$ cat src/common/pcxt_pkg.sv
/*
 * PC/XT board glue shared definitions
 * widths, menu status bit map, DIP switch bytes and EMS frame segments
 */
`default_nettype none

package pcxt_pkg;

	// word widths
	localparam int STATUS_W    = 32;
	localparam int PCM_W       = 16;
	localparam int SW_W        = 8;
	localparam int SEG_W       = 8;
	localparam int EMS_FRAME_W = 2;
	localparam int TINT_W      = 3;

	//////////////////////////////
	// menu status bit map
	//////////////////////////////
	localparam int ST_TANDY        = 3;
	localparam int ST_MDA          = 4;
	localparam int ST_SPLASH_SKIP  = 7;
	localparam int ST_ADLIB_HIDE   = 10;
	// active low, set means EMS off
	localparam int ST_EMS_OFF      = 11;
	// low bits of the multi-bit fields
	localparam int ST_EMS_FRAME_LO = 12;
	localparam int ST_TINT_LO      = 14;

	// DIP switch bytes, MDA or CGA 80 columns
	localparam logic [SW_W-1:0] SW_MDA = 8'h3D;
	localparam logic [SW_W-1:0] SW_CGA = 8'h2D;

	// EMS page frame, high byte of the segment
	localparam logic [SEG_W-1:0] EMS_SEG_A000 = 8'hA0;
	localparam logic [SEG_W-1:0] EMS_SEG_C000 = 8'hC0;
	localparam logic [SEG_W-1:0] EMS_SEG_D000 = 8'hD0;

	// frame code to segment, codes 2 and 3 both land on D000
	function automatic logic [SEG_W-1:0] ems_frame_seg(input logic [EMS_FRAME_W-1:0] code);
		case (code)
			2'd0:    return EMS_SEG_A000;
			2'd1:    return EMS_SEG_C000;
			default: return EMS_SEG_D000;
		endcase
	endfunction

endpackage

`default_nettype wire
$ cat src/common/board_cfg_if.sv
/*
 * decoded machine options
 * driven once by the status decoder, read by the board glue blocks
 */
`timescale 1ns/1ps
`default_nettype none

interface board_cfg_if;
	import pcxt_pkg::*;

	logic              tandy_mode;
	logic              mda_mode;
	logic              splash_skip;
	logic              adlib_hide;
	logic              ems_enabled;
	logic [SEG_W-1:0]  ems_segment;
	// monochrome tint select
	logic [TINT_W-1:0] display_tint;

	modport source (
		output tandy_mode, mda_mode, splash_skip, adlib_hide,
		output ems_enabled, ems_segment, display_tint
	);

	modport sink (
		input tandy_mode, mda_mode, splash_skip, adlib_hide,
		input ems_enabled, ems_segment, display_tint
	);

endinterface

`default_nettype wire

$ cat src/rtl/pcxt_board_top.sv
/*
 * PC/XT board glue top level
 * reset sequencing, splash timer, option decode, port C glue and audio DACs
 */
`timescale 1ns/1ps
`default_nettype none

module pcxt_board_top #(
	parameter int RESET_HOLD       = 65535,
	parameter int CPU_RESET_DELAY  = 42,
	parameter int SPLASH_SECONDS   = 5,
	parameter int TICKS_PER_SECOND = 50000000,
	parameter int CLOCK_HZ         = 50000000,
	parameter int SAMPLE_RATE      = 44100
) (
	input  logic                           CLK_50M,
	input  logic                           reset_wire,
	input  logic [pcxt_pkg::STATUS_W-1:0]  status,
	input  logic [7:0]                     port_b_out,
	input  logic                           ps2_kbd_clk_in,
	input  logic                           ps2_kbd_data_in,
	input  logic [pcxt_pkg::PCM_W-1:0]     pcm_left,
	input  logic [pcxt_pkg::PCM_W-1:0]     pcm_right,
	output logic [3:0]                     port_c_low,
	output logic                           ps2_clk_sync,
	output logic                           ps2_data_sync,
	output logic                           sys_reset,
	output logic                           cpu_reset,
	output logic                           splash_active,
	output logic                           sample_en,
	output logic                           audio_l,
	output logic                           audio_r,
	output logic                           tandy_mode,
	output logic                           mda_mode,
	output logic                           adlib_hide,
	output logic                           ems_enabled,
	output logic [pcxt_pkg::SEG_W-1:0]     ems_segment,
	output logic [pcxt_pkg::TINT_W-1:0]    display_tint
);
	import pcxt_pkg::*;

	board_cfg_if cfg_if ();

	// channel 0 left, channel 1 right
	logic [PCM_W-1:0] pcm_ch [2];
	logic [1:0]       audio_bits;

	//////////////////////////////
	// options and keyboard glue
	//////////////////////////////
	status_decode status_decode_inst (
		.CLK_50M    (CLK_50M),
		.reset_wire (reset_wire),
		.status     (status),
		.cfg        (cfg_if.source)
	);

	ppi_port_glue ppi_port_glue_inst (
		.CLK_50M       (CLK_50M),
		.reset_wire    (reset_wire),
		.cfg           (cfg_if.sink),
		.port_b_out    (port_b_out),
		.port_c_low    (port_c_low),
		.ps2_clk_in    (ps2_kbd_clk_in),
		.ps2_data_in   (ps2_kbd_data_in),
		.ps2_clk_sync  (ps2_clk_sync),
		.ps2_data_sync (ps2_data_sync)
	);

	assign tandy_mode   = cfg_if.tandy_mode;
	assign mda_mode     = cfg_if.mda_mode;
	assign adlib_hide   = cfg_if.adlib_hide;
	assign ems_enabled  = cfg_if.ems_enabled;
	assign ems_segment  = cfg_if.ems_segment;
	assign display_tint = cfg_if.display_tint;

	//////////////////////////////
	// reset and splash
	//////////////////////////////
	reset_sequencer #(
		.RESET_HOLD      (RESET_HOLD),
		.CPU_RESET_DELAY (CPU_RESET_DELAY)
	) reset_sequencer_inst (
		.CLK_50M       (CLK_50M),
		.reset_wire    (reset_wire),
		.splash_active (splash_active),
		.sys_reset     (sys_reset),
		.cpu_reset     (cpu_reset)
	);

	splash_timer #(
		.SPLASH_SECONDS   (SPLASH_SECONDS),
		.TICKS_PER_SECOND (TICKS_PER_SECOND)
	) splash_timer_inst (
		.CLK_50M       (CLK_50M),
		.reset_wire    (reset_wire),
		.sys_reset     (sys_reset),
		.cfg           (cfg_if.sink),
		.splash_active (splash_active)
	);

	//////////////////////////////
	// audio
	//////////////////////////////
	sample_strobe #(
		.CLOCK_HZ    (CLOCK_HZ),
		.SAMPLE_RATE (SAMPLE_RATE)
	) sample_strobe_inst (
		.CLK_50M    (CLK_50M),
		.reset_wire (reset_wire),
		.sample_en  (sample_en)
	);

	assign pcm_ch[0] = pcm_left;
	assign pcm_ch[1] = pcm_right;

	// both channels share the one strobe
	for (genvar ch = 0; ch < 2; ch++) begin : g_dac
		sigma_delta_dac sigma_delta_dac_inst (
			.CLK_50M    (CLK_50M),
			.reset_wire (reset_wire),
			.sample_en  (sample_en),
			.pcm        (pcm_ch[ch]),
			.bit_out    (audio_bits[ch])
		);
	end

	assign audio_l = audio_bits[0];
	assign audio_r = audio_bits[1];

endmodule

`default_nettype wire

$ cat src/audio/sigma_delta_dac.sv
/*
 * one sigma-delta DAC channel
 * latches a PCM word on the strobe, halves it, first-order modulator to one bit
 */
`timescale 1ns/1ps
`default_nettype none

module sigma_delta_dac (
	input  logic                       CLK_50M,
	input  logic                       reset_wire,
	input  logic                       sample_en,
	input  logic [pcxt_pkg::PCM_W-1:0] pcm,
	output logic                       bit_out
);
	import pcxt_pkg::*;

	logic [PCM_W-1:0] level_q;
	logic [PCM_W-1:0] level_next;
	logic [PCM_W-1:0] err_acc;
	// one extra bit holds the carry
	logic [PCM_W:0]   acc_sum;

	// new word is used on the strobe edge itself
	assign level_next = sample_en ? {1'b0, pcm[PCM_W-1:1]} : level_q;
	assign acc_sum    = {1'b0, err_acc} + {1'b0, level_next};

	//////////////////////////////
	// sample latch and modulator
	//////////////////////////////
	always_ff @(posedge CLK_50M or posedge reset_wire) begin
		if (reset_wire) begin
			level_q <= '0;
			err_acc <= '0;
			bit_out <= 1'b0;
		end else begin
			level_q <= level_next;
			// leftover error rolls into the next cycle
			err_acc <= acc_sum[PCM_W-1:0];
			// carry out is the density bit
			bit_out <= acc_sum[PCM_W];
		end
	end

endmodule

`default_nettype wire

$ cat src/audio/sample_strobe.sv
/*
 * audio sample strobe
 * fractional accumulator, one-cycle pulse at SAMPLE_RATE on average
 */
`timescale 1ns/1ps
`default_nettype none

module sample_strobe #(
	parameter int CLOCK_HZ    = 50000000,
	parameter int SAMPLE_RATE = 44100
) (
	input  logic CLK_50M,
	input  logic reset_wire,
	output logic sample_en
);

	// room for the sum just before the wrap
	localparam int ACC_W = $clog2(CLOCK_HZ + SAMPLE_RATE);

	logic [ACC_W-1:0] phase_acc;
	logic [ACC_W-1:0] phase_sum;

	assign phase_sum = phase_acc + ACC_W'(SAMPLE_RATE);

	always_ff @(posedge CLK_50M or posedge reset_wire) begin
		if (reset_wire) begin
			phase_acc <= '0;
			sample_en <= 1'b0;
		end else if (phase_sum >= ACC_W'(CLOCK_HZ)) begin
			// keep the remainder so the long-run rate stays exact
			phase_acc <= phase_sum - ACC_W'(CLOCK_HZ);
			sample_en <= 1'b1;
		end else begin
			phase_acc <= phase_sum;
			sample_en <= 1'b0;
		end
	end

endmodule

`default_nettype wire

$ cat src/reset/splash_timer.sv
/*
 * splash screen timer
 * keeps the splash up for a number of seconds after system reset, or until skip
 */
`timescale 1ns/1ps
`default_nettype none

module splash_timer #(
	parameter int SPLASH_SECONDS   = 5,
	parameter int TICKS_PER_SECOND = 50000000
) (
	input  logic      CLK_50M,
	input  logic      reset_wire,
	input  logic      sys_reset,
	board_cfg_if.sink cfg,
	output logic      splash_active
);

	localparam int TICK_W = $clog2(TICKS_PER_SECOND + 1);
	localparam int SEC_W  = $clog2(SPLASH_SECONDS + 1);

	logic [TICK_W-1:0] tick_cnt;
	logic [SEC_W-1:0]  sec_cnt;

	always_ff @(posedge CLK_50M or posedge reset_wire) begin
		if (reset_wire) begin
			splash_active <= 1'b1;
			tick_cnt      <= '0;
			sec_cnt       <= '0;
		end else if (splash_active) begin
			if (cfg.splash_skip) begin
				// user skip wins right away
				splash_active <= 1'b0;
			end else if (!sys_reset) begin
				// time only runs once the board is out of reset
				if (tick_cnt == TICK_W'(TICKS_PER_SECOND - 1)) begin
					tick_cnt <= '0;
					if (sec_cnt == SEC_W'(SPLASH_SECONDS - 1))
						splash_active <= 1'b0;
					else
						sec_cnt <= sec_cnt + 1'b1;
				end else begin
					tick_cnt <= tick_cnt + 1'b1;
				end
			end
		end
	end

endmodule

`default_nettype wire

$ cat src/reset/reset_sequencer.sv
/*
 * board reset sequencer
 * stretches the raw reset into a long system hold, then releases the CPU
 * a fixed delay after both system reset and splash screen are gone
 */
`timescale 1ns/1ps
`default_nettype none

module reset_sequencer #(
	parameter int RESET_HOLD      = 65535,
	parameter int CPU_RESET_DELAY = 42
) (
	input  logic CLK_50M,
	input  logic reset_wire,
	input  logic splash_active,
	output logic sys_reset,
	output logic cpu_reset
);

	localparam int HOLD_W  = $clog2(RESET_HOLD + 1);
	localparam int DELAY_W = $clog2(CPU_RESET_DELAY + 1);

	logic [HOLD_W-1:0]  hold_cnt;
	logic [DELAY_W-1:0] delay_cnt;

	//////////////////////////////
	// system reset hold
	//////////////////////////////
	always_ff @(posedge CLK_50M or posedge reset_wire) begin
		if (reset_wire) begin
			sys_reset <= 1'b1;
			hold_cnt  <= '0;
		end else if (sys_reset) begin
			// first clean edge counts as cycle zero
			if (hold_cnt == HOLD_W'(RESET_HOLD))
				sys_reset <= 1'b0;
			else
				hold_cnt <= hold_cnt + 1'b1;
		end
	end

	//////////////////////////////
	// CPU reset release
	//////////////////////////////
	always_ff @(posedge CLK_50M or posedge reset_wire) begin
		if (reset_wire) begin
			cpu_reset <= 1'b1;
			delay_cnt <= '0;
		end else if (sys_reset || splash_active) begin
			// restart the delay while anything still holds the CPU
			cpu_reset <= 1'b1;
			delay_cnt <= '0;
		end else if (cpu_reset) begin
			if (delay_cnt == DELAY_W'(CPU_RESET_DELAY))
				cpu_reset <= 1'b0;
			else
				delay_cnt <= delay_cnt + 1'b1;
		end
	end

endmodule

`default_nettype wire

$ cat src/rtl/ppi_port_glue.sv
/*
 * keyboard controller side glue
 * DIP switch nibble for PPI port C and PS/2 line synchronizers
 */
`timescale 1ns/1ps
`default_nettype none

module ppi_port_glue (
	input  logic       CLK_50M,
	input  logic       reset_wire,
	board_cfg_if.sink  cfg,
	input  logic [7:0] port_b_out,
	output logic [3:0] port_c_low,
	input  logic       ps2_clk_in,
	input  logic       ps2_data_in,
	output logic       ps2_clk_sync,
	output logic       ps2_data_sync
);
	import pcxt_pkg::*;

	logic [SW_W-1:0] sw;
	// bit 1 clock, bit 0 data
	logic [1:0]      ps2_meta;
	logic [1:0]      ps2_stable;

	// switch byte follows the video card choice
	assign sw = cfg.mda_mode ? SW_MDA : SW_CGA;
	// port B bit 3 picks which half the BIOS reads
	assign port_c_low = port_b_out[3] ? sw[7:4] : sw[3:0];

	// two flops per line
	always_ff @(posedge CLK_50M or posedge reset_wire) begin
		if (reset_wire) begin
			ps2_meta   <= 2'b00;
			ps2_stable <= 2'b00;
		end else begin
			ps2_meta   <= {ps2_clk_in, ps2_data_in};
			ps2_stable <= ps2_meta;
		end
	end

	assign ps2_clk_sync  = ps2_stable[1];
	assign ps2_data_sync = ps2_stable[0];

endmodule

`default_nettype wire

$ cat src/rtl/status_decode.sv
/*
 * menu status word decoder
 * registers the option fields of the status word, one cycle of latency
 */
`timescale 1ns/1ps
`default_nettype none

module status_decode (
	input  logic                          CLK_50M,
	input  logic                          reset_wire,
	input  logic [pcxt_pkg::STATUS_W-1:0] status,
	board_cfg_if.source                   cfg
);
	import pcxt_pkg::*;

	// field slices from the raw word
	logic [EMS_FRAME_W-1:0] ems_frame;
	logic [TINT_W-1:0]      tint_field;

	assign ems_frame  = status[ST_EMS_FRAME_LO +: EMS_FRAME_W];
	assign tint_field = status[ST_TINT_LO +: TINT_W];

	//////////////////////////////
	// option registers
	//////////////////////////////
	always_ff @(posedge CLK_50M or posedge reset_wire) begin
		if (reset_wire) begin
			cfg.tandy_mode   <= 1'b0;
			cfg.mda_mode     <= 1'b0;
			cfg.splash_skip  <= 1'b0;
			cfg.adlib_hide   <= 1'b0;
			cfg.ems_enabled  <= 1'b0;
			cfg.ems_segment  <= '0;
			cfg.display_tint <= '0;
		end else begin
			cfg.tandy_mode   <= status[ST_TANDY];
			cfg.mda_mode     <= status[ST_MDA];
			cfg.splash_skip  <= status[ST_SPLASH_SKIP];
			cfg.adlib_hide   <= status[ST_ADLIB_HIDE];
			// menu bit is "disabled", so flip it
			cfg.ems_enabled  <= ~status[ST_EMS_OFF];
			cfg.ems_segment  <= ems_frame_seg(ems_frame);
			cfg.display_tint <= tint_field;
		end
	end

endmodule

`default_nettype wire

$ cat config.mk
export PLATFORM = sky130hd
export DESIGN_NAME = pcxt_board_top
export DESIGN_NICKNAME = d
export VERILOG_FILES = /design/src/common/pcxt_pkg.sv /design/src/common/board_cfg_if.sv /design/src/rtl/pcxt_board_top.sv /design/src/audio/sigma_delta_dac.sv /design/src/audio/sample_strobe.sv /design/src/reset/splash_timer.sv /design/src/reset/reset_sequencer.sv /design/src/rtl/ppi_port_glue.sv /design/src/rtl/status_decode.sv
export SDC_FILE = /design/constraint.sdc
export NUM_CORES = 1
export LEC_CHECK = 0
export BUFFER_PORTS_ARGS = -buffer_cell sky130_fd_sc_hd__buf_2
export CAP_MARGIN = 25
export CORE_ASPECT_RATIO = 0.5
export CORE_MARGIN = 3
export CORE_UTILIZATION = 55
export CTS_BUF_LIST = sky130_fd_sc_hd__clkbuf_4 sky130_fd_sc_hd__clkbuf_8
export CTS_CLUSTER_DIAMETER = 30
export CTS_CLUSTER_SIZE = 40
export DETAILED_ROUTE_END_ITERATION = 6
export PLACE_DENSITY = 0.73
export SETUP_SLACK_MARGIN = 0.3
export SYNTH_ARGS = -nofsm -noshare
export SYNTH_HDL_FRONTEND = slang
export SYNTH_SLANG_ARGS = --single-unit
$ cat constraint.sdc
create_clock -name CLK_50M -period 8.3 [get_ports CLK_50M]
set_input_delay 1.245 -clock CLK_50M [delete_from_list [all_inputs] [get_ports CLK_50M]]
set_output_delay 1.245 -clock CLK_50M [all_outputs]
set_load 0.05 [all_outputs]
======== Word level (Yosys, flattened, before mapping) ========
Cells that the tools add are included.
Widths: inputs -> output; s select.
storage, ports and cells
  register bits after elaboration ......... 167
  input bits .............................. 76
  output and inout port bits .............. 27
  logic and storage cells ................. 72
cells by class
  add/subtract/negate cells ............... 8
  order comparisons ....................... 1
  equal/unequal tests ..................... 6
  multiplexer cells ....................... 21
  bitwise gates (word level) .............. 5
  reduce and logical (&&, ||, !) cells .... 7
operators with widths
  kind                    count
  $mux 26                 2
  $add 16x16->17          2
  $mux 16                 2
  $add 26x1->26 const B   1
  $add 26x16->26 const B  1
  $eq 26x26->1 const B    1
  $ge 26x26->1 const B    1
  $sub 26x26->26 const B  1
  $mux 6                  3
  $add 16x1->16 const B   1
  $eq 16x16->1 const B    1
  $pmux 7 s2              1
  $mux 1                  11
  $add 6x1->6 const B     1
  $eq 6x6->1 const B      1
  $mux 5                  1
  $not 1->1               5
  $reduce_and 5->1        1
  $mux 4                  1
  $reduce_and 2->1        2
  $add 3x1->3 const B     1
  $eq 3x3->1 const B      1
  $reduce_and 3->1        1
  $eq 2x1->1 const B      1
  4 further kinds         4

======== Longest topological paths before layout ========
  depth after elaboration ................. 6
  mapped depth ............................ 15
  depth with buffers taken out ............ 13

======== Cells and area by module ========
Synthesis repeated with hierarchy kept, for this count alone.
unflattened totals
  cell total of the unflattened synthesis .. 810
  area total of the unflattened synthesis .. 8588.2 um^2
modules (own cells, without submodules)
  module           instances  cells each  area an instance (um^2)  sequential area each (um^2)
  sigma_delta_dac  2          152         1761.7                   825.8
  sample_strobe    1          210         1850.5                   625.6
  splash_timer     1          152         1524.0                   752.0
  reset_sequencer  1          112         1202.4                   603.1
  status_decode    1          23          359.1                    300.3
  ppi_port_glue    1          9           128.9                    100.1

======== Worst setup path before layout ========
OpenSTA, ideal clock, no wires.
  path type ............................... register to register
  start point ............................. register sample_strobe_inst.sample_en
  end point ............................... register g_dac[0].sigma_delta_dac_inst.err_acc[15]
  setup time .............................. 80 ps
  arrival time ............................ 3432 ps
  data required time ...................... 8220 ps
  setup slack ............................. 4788 ps
  cell stages (with the launch flop) ...... 15
  path buffers ............................ 2
  clock period less this slack ............ 3512 ps
  cells stage by stage .................... dfrtp_1 clkbuf_1 buf_1 mux2i_1 inv_1 ha_1 a21o_1 a21oi_1 o21ai_0 a211o_1 a31oi_1 a21oi_1 a211o_1 a21oi_1 xnor2_1
on the way
  word-level cells in the longest chain between the ends .. 2
ends and longest elaborated chain
  what                                             line                   source
  start, declared                                  sample_strobe.sv:14    output logic sample_en
  start signal, assigned                           sample_strobe.sv:28    sample_en <= 1'b0;
  start signal, assigned                           sample_strobe.sv:32    sample_en <= 1'b1;
  start signal, assigned                           sample_strobe.sv:35    sample_en <= 1'b0;
  $mux 16                                          sigma_delta_dac.sv:24  assign level_next = sample_en ? {1'b0, pcm[PCM_W-1:1]} : level_q;
  net g_dac[0].sigma_delta_dac_inst.level_next[1]  sigma_delta_dac.sv:18  logic [PCM_W-1:0] level_next;
  $add 16x16->17                                   sigma_delta_dac.sv:25  assign acc_sum = {1'b0, err_acc} + {1'b0, level_next};
  net g_dac[0].sigma_delta_dac_inst.acc_sum[15]    sigma_delta_dac.sv:21  logic [PCM_W:0] acc_sum;
  end signal, assigned                             sigma_delta_dac.sv:38  err_acc <= acc_sum[PCM_W-1:0];
  end, declared                                    sigma_delta_dac.sv:19  logic [PCM_W-1:0] err_acc;
The timed path passes the listed nets, and every way through them passes these cells.
A chain may end at the register's enable or synchronous reset.

======== Worst setup path after layout ========
  start point ............................. register sample_strobe_inst.phase_acc[2]
  end point ............................... register sample_strobe_inst.phase_acc[15]
on the way
  word-level cells in the longest chain between the ends .. 3
  elaborated cells on any way between the ends .. 4
  classes of those cells .................. add/sub (2); order compare (1); mux (1)
ends and longest elaborated chain
  what                                                   line                                      source
  start, declared                                        sample_strobe.sv:20                       logic [ACC_W-1:0] phase_acc;
  start signal, assigned                                 sample_strobe.sv:31                       phase_acc <= phase_sum - ACC_W'(CLOCK_HZ);
  start signal, assigned                                 sample_strobe.sv:34                       phase_acc <= phase_sum;
  $add 26x16->26 *                                       sample_strobe.sv:23                       assign phase_sum = phase_acc + ACC_W'(SAMPLE_RATE);
  $sub 26x26->26 / $ge 26x26->1 (equally long branches)  sample_strobe.sv:31, sample_strobe.sv:29
  $mux 26 *                                              sample_strobe.sv:29                       end else if (phase_sum >= ACC_W'(CLOCK_HZ)) begin
Every way passes the cells marked *; elsewhere a longest branch is shown, timed or not.

==> impl_metrics.yaml <==
clocking:
  clockBufferDepth: 2
  ctsHoldBuffers: 0
  post_cts_buffers: 0
  clkLatencyLatePin_ns: 0.45
  cts_made_buffers: 17
  cts.sinks: 161
  htree_levels: 4
  cts_root_buf: "clkbuf_8"
  cts_tree: "done"
  cts.clk_slew.worst_paths_ns: 0.09
  cts_resized: 0
timing:
  slew_violations: 0
  finalSetupViolations: 0
  whs_ns: 0.361
  rsz0062_at_grt: "no"
  hold_violations: 0
  finalSetupTns_ns: 0
  worst_pin_slew_ns: 0.773
  min_period_ns: 3.78
  timing.final.crit_share_pct: 45.6
  finClkSkew_ns: 0.0178
  max_slew_margin_pct: 48.5
  fmax_ghz: 0.264
placed_design:
  io_buffers: 67
  dp_hpwl_um: 10000
  place_congestion: 0.810
  placedInstanceArea_mm2: 0.00868
  dp.cells: 1005
global_route:
  grt_first_pass_wirelength_um: 25400
  antenna_found_initial: 0
  overflow: 0
  track_usage_pct: 18.7
  grt_pass1_vias: 5666
  grt_max_degree: 87
floorplanning:
  die_x_um: 179
  die_h_um: 92.4
  ioPinCount: 103
  core_area_mm2: 0.0141
  start_util_pct: 58.3
  rows: 30
  die_area_mm2: 0.0165
synth:
  avgSynthCellArea_um2: 10.7
  syn_inst: 767
  yosys.cell_types.count: 72
  yosys_warnings: 0
  syn_area_mm2: 0.00821
  async_reset_ff_share_pct: 100
  synth_flop_cell: "dfrtp_1"
  synth-seq-cells: 161
  synth_edf_count: 0
  seq_area_frac_synth_pct: 49.1
routing:
  post_drt_wl_per_cell_um: 14.0
  first_iter_violations: 245
  first_pass_iters: 4
  routed_wl_um: 14500
  dr_total_vias: 5645
  detail-route-antenna-nets: 0
  drc: 0
  vias_per_cell: 5.44
setup_path:
  rr_worst_depth: 10
  path_cells: "ha_1 -> a31oi_4 -> nor4_1 -> or3_1 -> a2bb2o_4 -> a221oi_2 -> a41o_1 -> nand3_1 -> o211ai_1 -> xnor2_1"
  critPathCaptureType: "register"
  start_kind: "register"
  ff2ff_setup_slack_ns: 4.52
  reg2reg_to: "sample_strobe_inst.phase_acc[15]"
  critical_path.max_stage_delay_ns: 0.75
  r2r-start: "sample_strobe_inst.phase_acc[2]"
  crit_fanout: 20
  path_class: "register to register"
  crit_required_ns: 8.66
  critical_path.startpoint: "sample_strobe_inst.phase_acc[2]"
  crit_slowest_cell: "a41o_1"
  critPathCapture: "sample_strobe_inst.phase_acc[15]"
  cp.arrival_ns: 4.15
pwr:
  powerDensity_mw_per_mm2: 154
  p_total_mw: 1.40
  vdd_drop_max_uv: 101
  power_leakage_nw: 4.43
layout:
  nets: 952
  final_area_mm2: 0.00909
  finalNonFillerCells: 1038
  syn_to_final_growth_pct: 10.7
  n_antenna_cell: 0
  drive_gt1_share_pct: 18.9
run:
  max_cap_violations: 0
outcome:
  status: "complete, no violations"
worst_hold_path:
  holdCritPathClass: "register to register"
==> area by class of cell <==
type                            count  area [um^2]
Multi-Input combinational cell    548         3920
Clock inverter                     14          140
Tap cell                          192          240
Timing Repair Buffer               71          385
Clock buffer                       18          241
Sequential cell                   161         4030
Fill cell                        1144         4990
Inverter                           34          133
==> critical path, delay by kind of cell, from the launching register on <==
kind,cells,cell delay [ns]
flip-flops,1,0.46
AO/OA/AOI/OAI,5,2.03
AND/OR/NAND/NOR,3,0.75
adder cells (fa/ha/maj),1,0.32
XOR/XNOR,1,0.14
==> cell families (layout without fill, tap and decap cells) <==
kind of cell | after synthesis | after routing | synth area share, %
simple gates | 252 | 252 | 15.4
flops | 161 | 161 | 49.1
compound gates | 115 | 115 | 10.1
xor+xnor | 98 | 98 | 10.5
buf+inv | 61 | 137 | 3.37
fa+ha+maj | 43 | 43 | 6.74
mux | 35 | 35 | 4.72
other cells | 2 | 5 | 0.0915
==> how the worst min path moves through the flow <==
stage | depth (start not counted) | slack [ns] | from | end
5_1_grt | 0 | 0.39 | ppi_port_glue_inst.ps2_meta[1] | ppi_port_glue_inst.ps2_stable[1]
2_1_floorplan | 0 | 0.33 | ppi_port_glue_inst.ps2_meta[0] | ppi_port_glue_inst.ps2_stable[0]
6_report | 0 | 0.36 | ppi_port_glue_inst.ps2_meta[1] | ppi_port_glue_inst.ps2_stable[1]
3_5_place_dp | 0 | 0.33 | ppi_port_glue_inst.ps2_meta[0] | ppi_port_glue_inst.ps2_stable[0]
3_3_place_gp | 0 | 0.33 | ppi_port_glue_inst.ps2_meta[0] | ppi_port_glue_inst.ps2_stable[0]
4_1_cts | 0 | 0.37 | ppi_port_glue_inst.ps2_meta[1] | ppi_port_glue_inst.ps2_stable[1]
==> metal layers <==
metal	vias to the layer above	track usage, %	part of all wire [%]	routed length [um]
met5	-	0	0	0
met2	72	32.2	49	7060
met3	8	5.08	3.2	463
met1	2757	23.6	48	6900
li1	2808	-	-	-
met4	0	4.34	0.59	85
==> registers in the layout (all words and copies together), names as in the netlist, 2 cells and up <==
| signal | count |
|---|---|
| status_decode_inst.cfg.ems_segment | 4 |
| status_decode_inst.cfg.display_tint | 3 |
| reset_sequencer_inst.delay_cnt | 6 |
| splash_timer_inst.tick_cnt | 26 |
| splash_timer_inst.sec_cnt | 3 |
| ppi_port_glue_inst.ps2_stable | 2 |
| ppi_port_glue_inst.ps2_meta | 2 |
| reset_sequencer_inst.hold_cnt | 16 |
| g_dac.sigma_delta_dac_inst.err_acc | 32 |
| g_dac.sigma_delta_dac_inst.level_q | 32 |
| g_dac.sigma_delta_dac_inst.bit_out | 2 |
| sample_strobe_inst.phase_acc | 24 |
==> cell usage in the layout (no fill, tap or decap), drive strengths merged, types with 20 or more instances in the layout <==
cell and n:
a21oi 31, buf 71, dfrtp 158, ha 41
inv 43, mux2 30, nand2 66, nand3 36
nor2 51, o21ai 20, xnor2 66, xor2 32
==> per-stage QoR <==
stage	util, %	setup slack [ns]
2_1_floorplan	-	2.71
3_3_place_gp	61.7	4.40
3_5_place_dp	61.7	4.36
4_1_cts	64.4	4.51
5_1_grt	64.6	4.22
6_report	64.6	4.52
==> report_power, final <==
part	switching, mW	internal, mW	total [mW]
Clock	0.329	0.227	0.557
Sequential	0.000868	0.788	0.789
Combinational	0.0398	0.0124	0.0522
Total	0.370	1.03	1.40
==> cells in the mapped netlist, types with 3 or more instances <==
master | count | area, um^2
dfrtp_1 | 158 | 3950
nand2_1 | 66 | 248
xnor2_1 | 66 | 578
nor2_1 | 50 | 188
ha_1 | 41 | 513
nand3_1 | 35 | 175
inv_1 | 34 | 128
xor2_1 | 32 | 280
mux2_2 | 30 | 338
a21oi_1 | 28 | 140
o21ai_0 | 20 | 100
nand4_1 | 18 | 113
and3_1 | 13 | 81.3
nor3_1 | 13 | 65.1
a31oi_1 | 10 | 62.6
buf_4 | 9 | 67.6
clkbuf_1 | 9 | 33.8
nor2b_1 | 9 | 56.3
or3_1 | 8 | 50.1
o211ai_1 | 6 | 45.0
or2_2 | 6 | 37.5
a21boi_0 | 5 | 37.5
and2_1 | 5 | 31.3
buf_2 | 5 | 25.0
mux2i_1 | 5 | 50.1
nand2b_1 | 5 | 31.3
nor4_1 | 5 | 31.3
a211o_1 | 4 | 35.0
a211oi_1 | 3 | 22.5
a21o_1 | 3 | 22.5
a21oi_2 | 3 | 26.3
a41oi_1 | 3 | 26.3
and4_1 | 3 | 26.3
buf_1 | 3 | 11.3
dfstp_2 | 3 | 78.8
nand4b_1 | 3 | 26.3
o31ai_1 | 3 | 22.5
No activity file was read; power rests on OpenSTA's default activity.
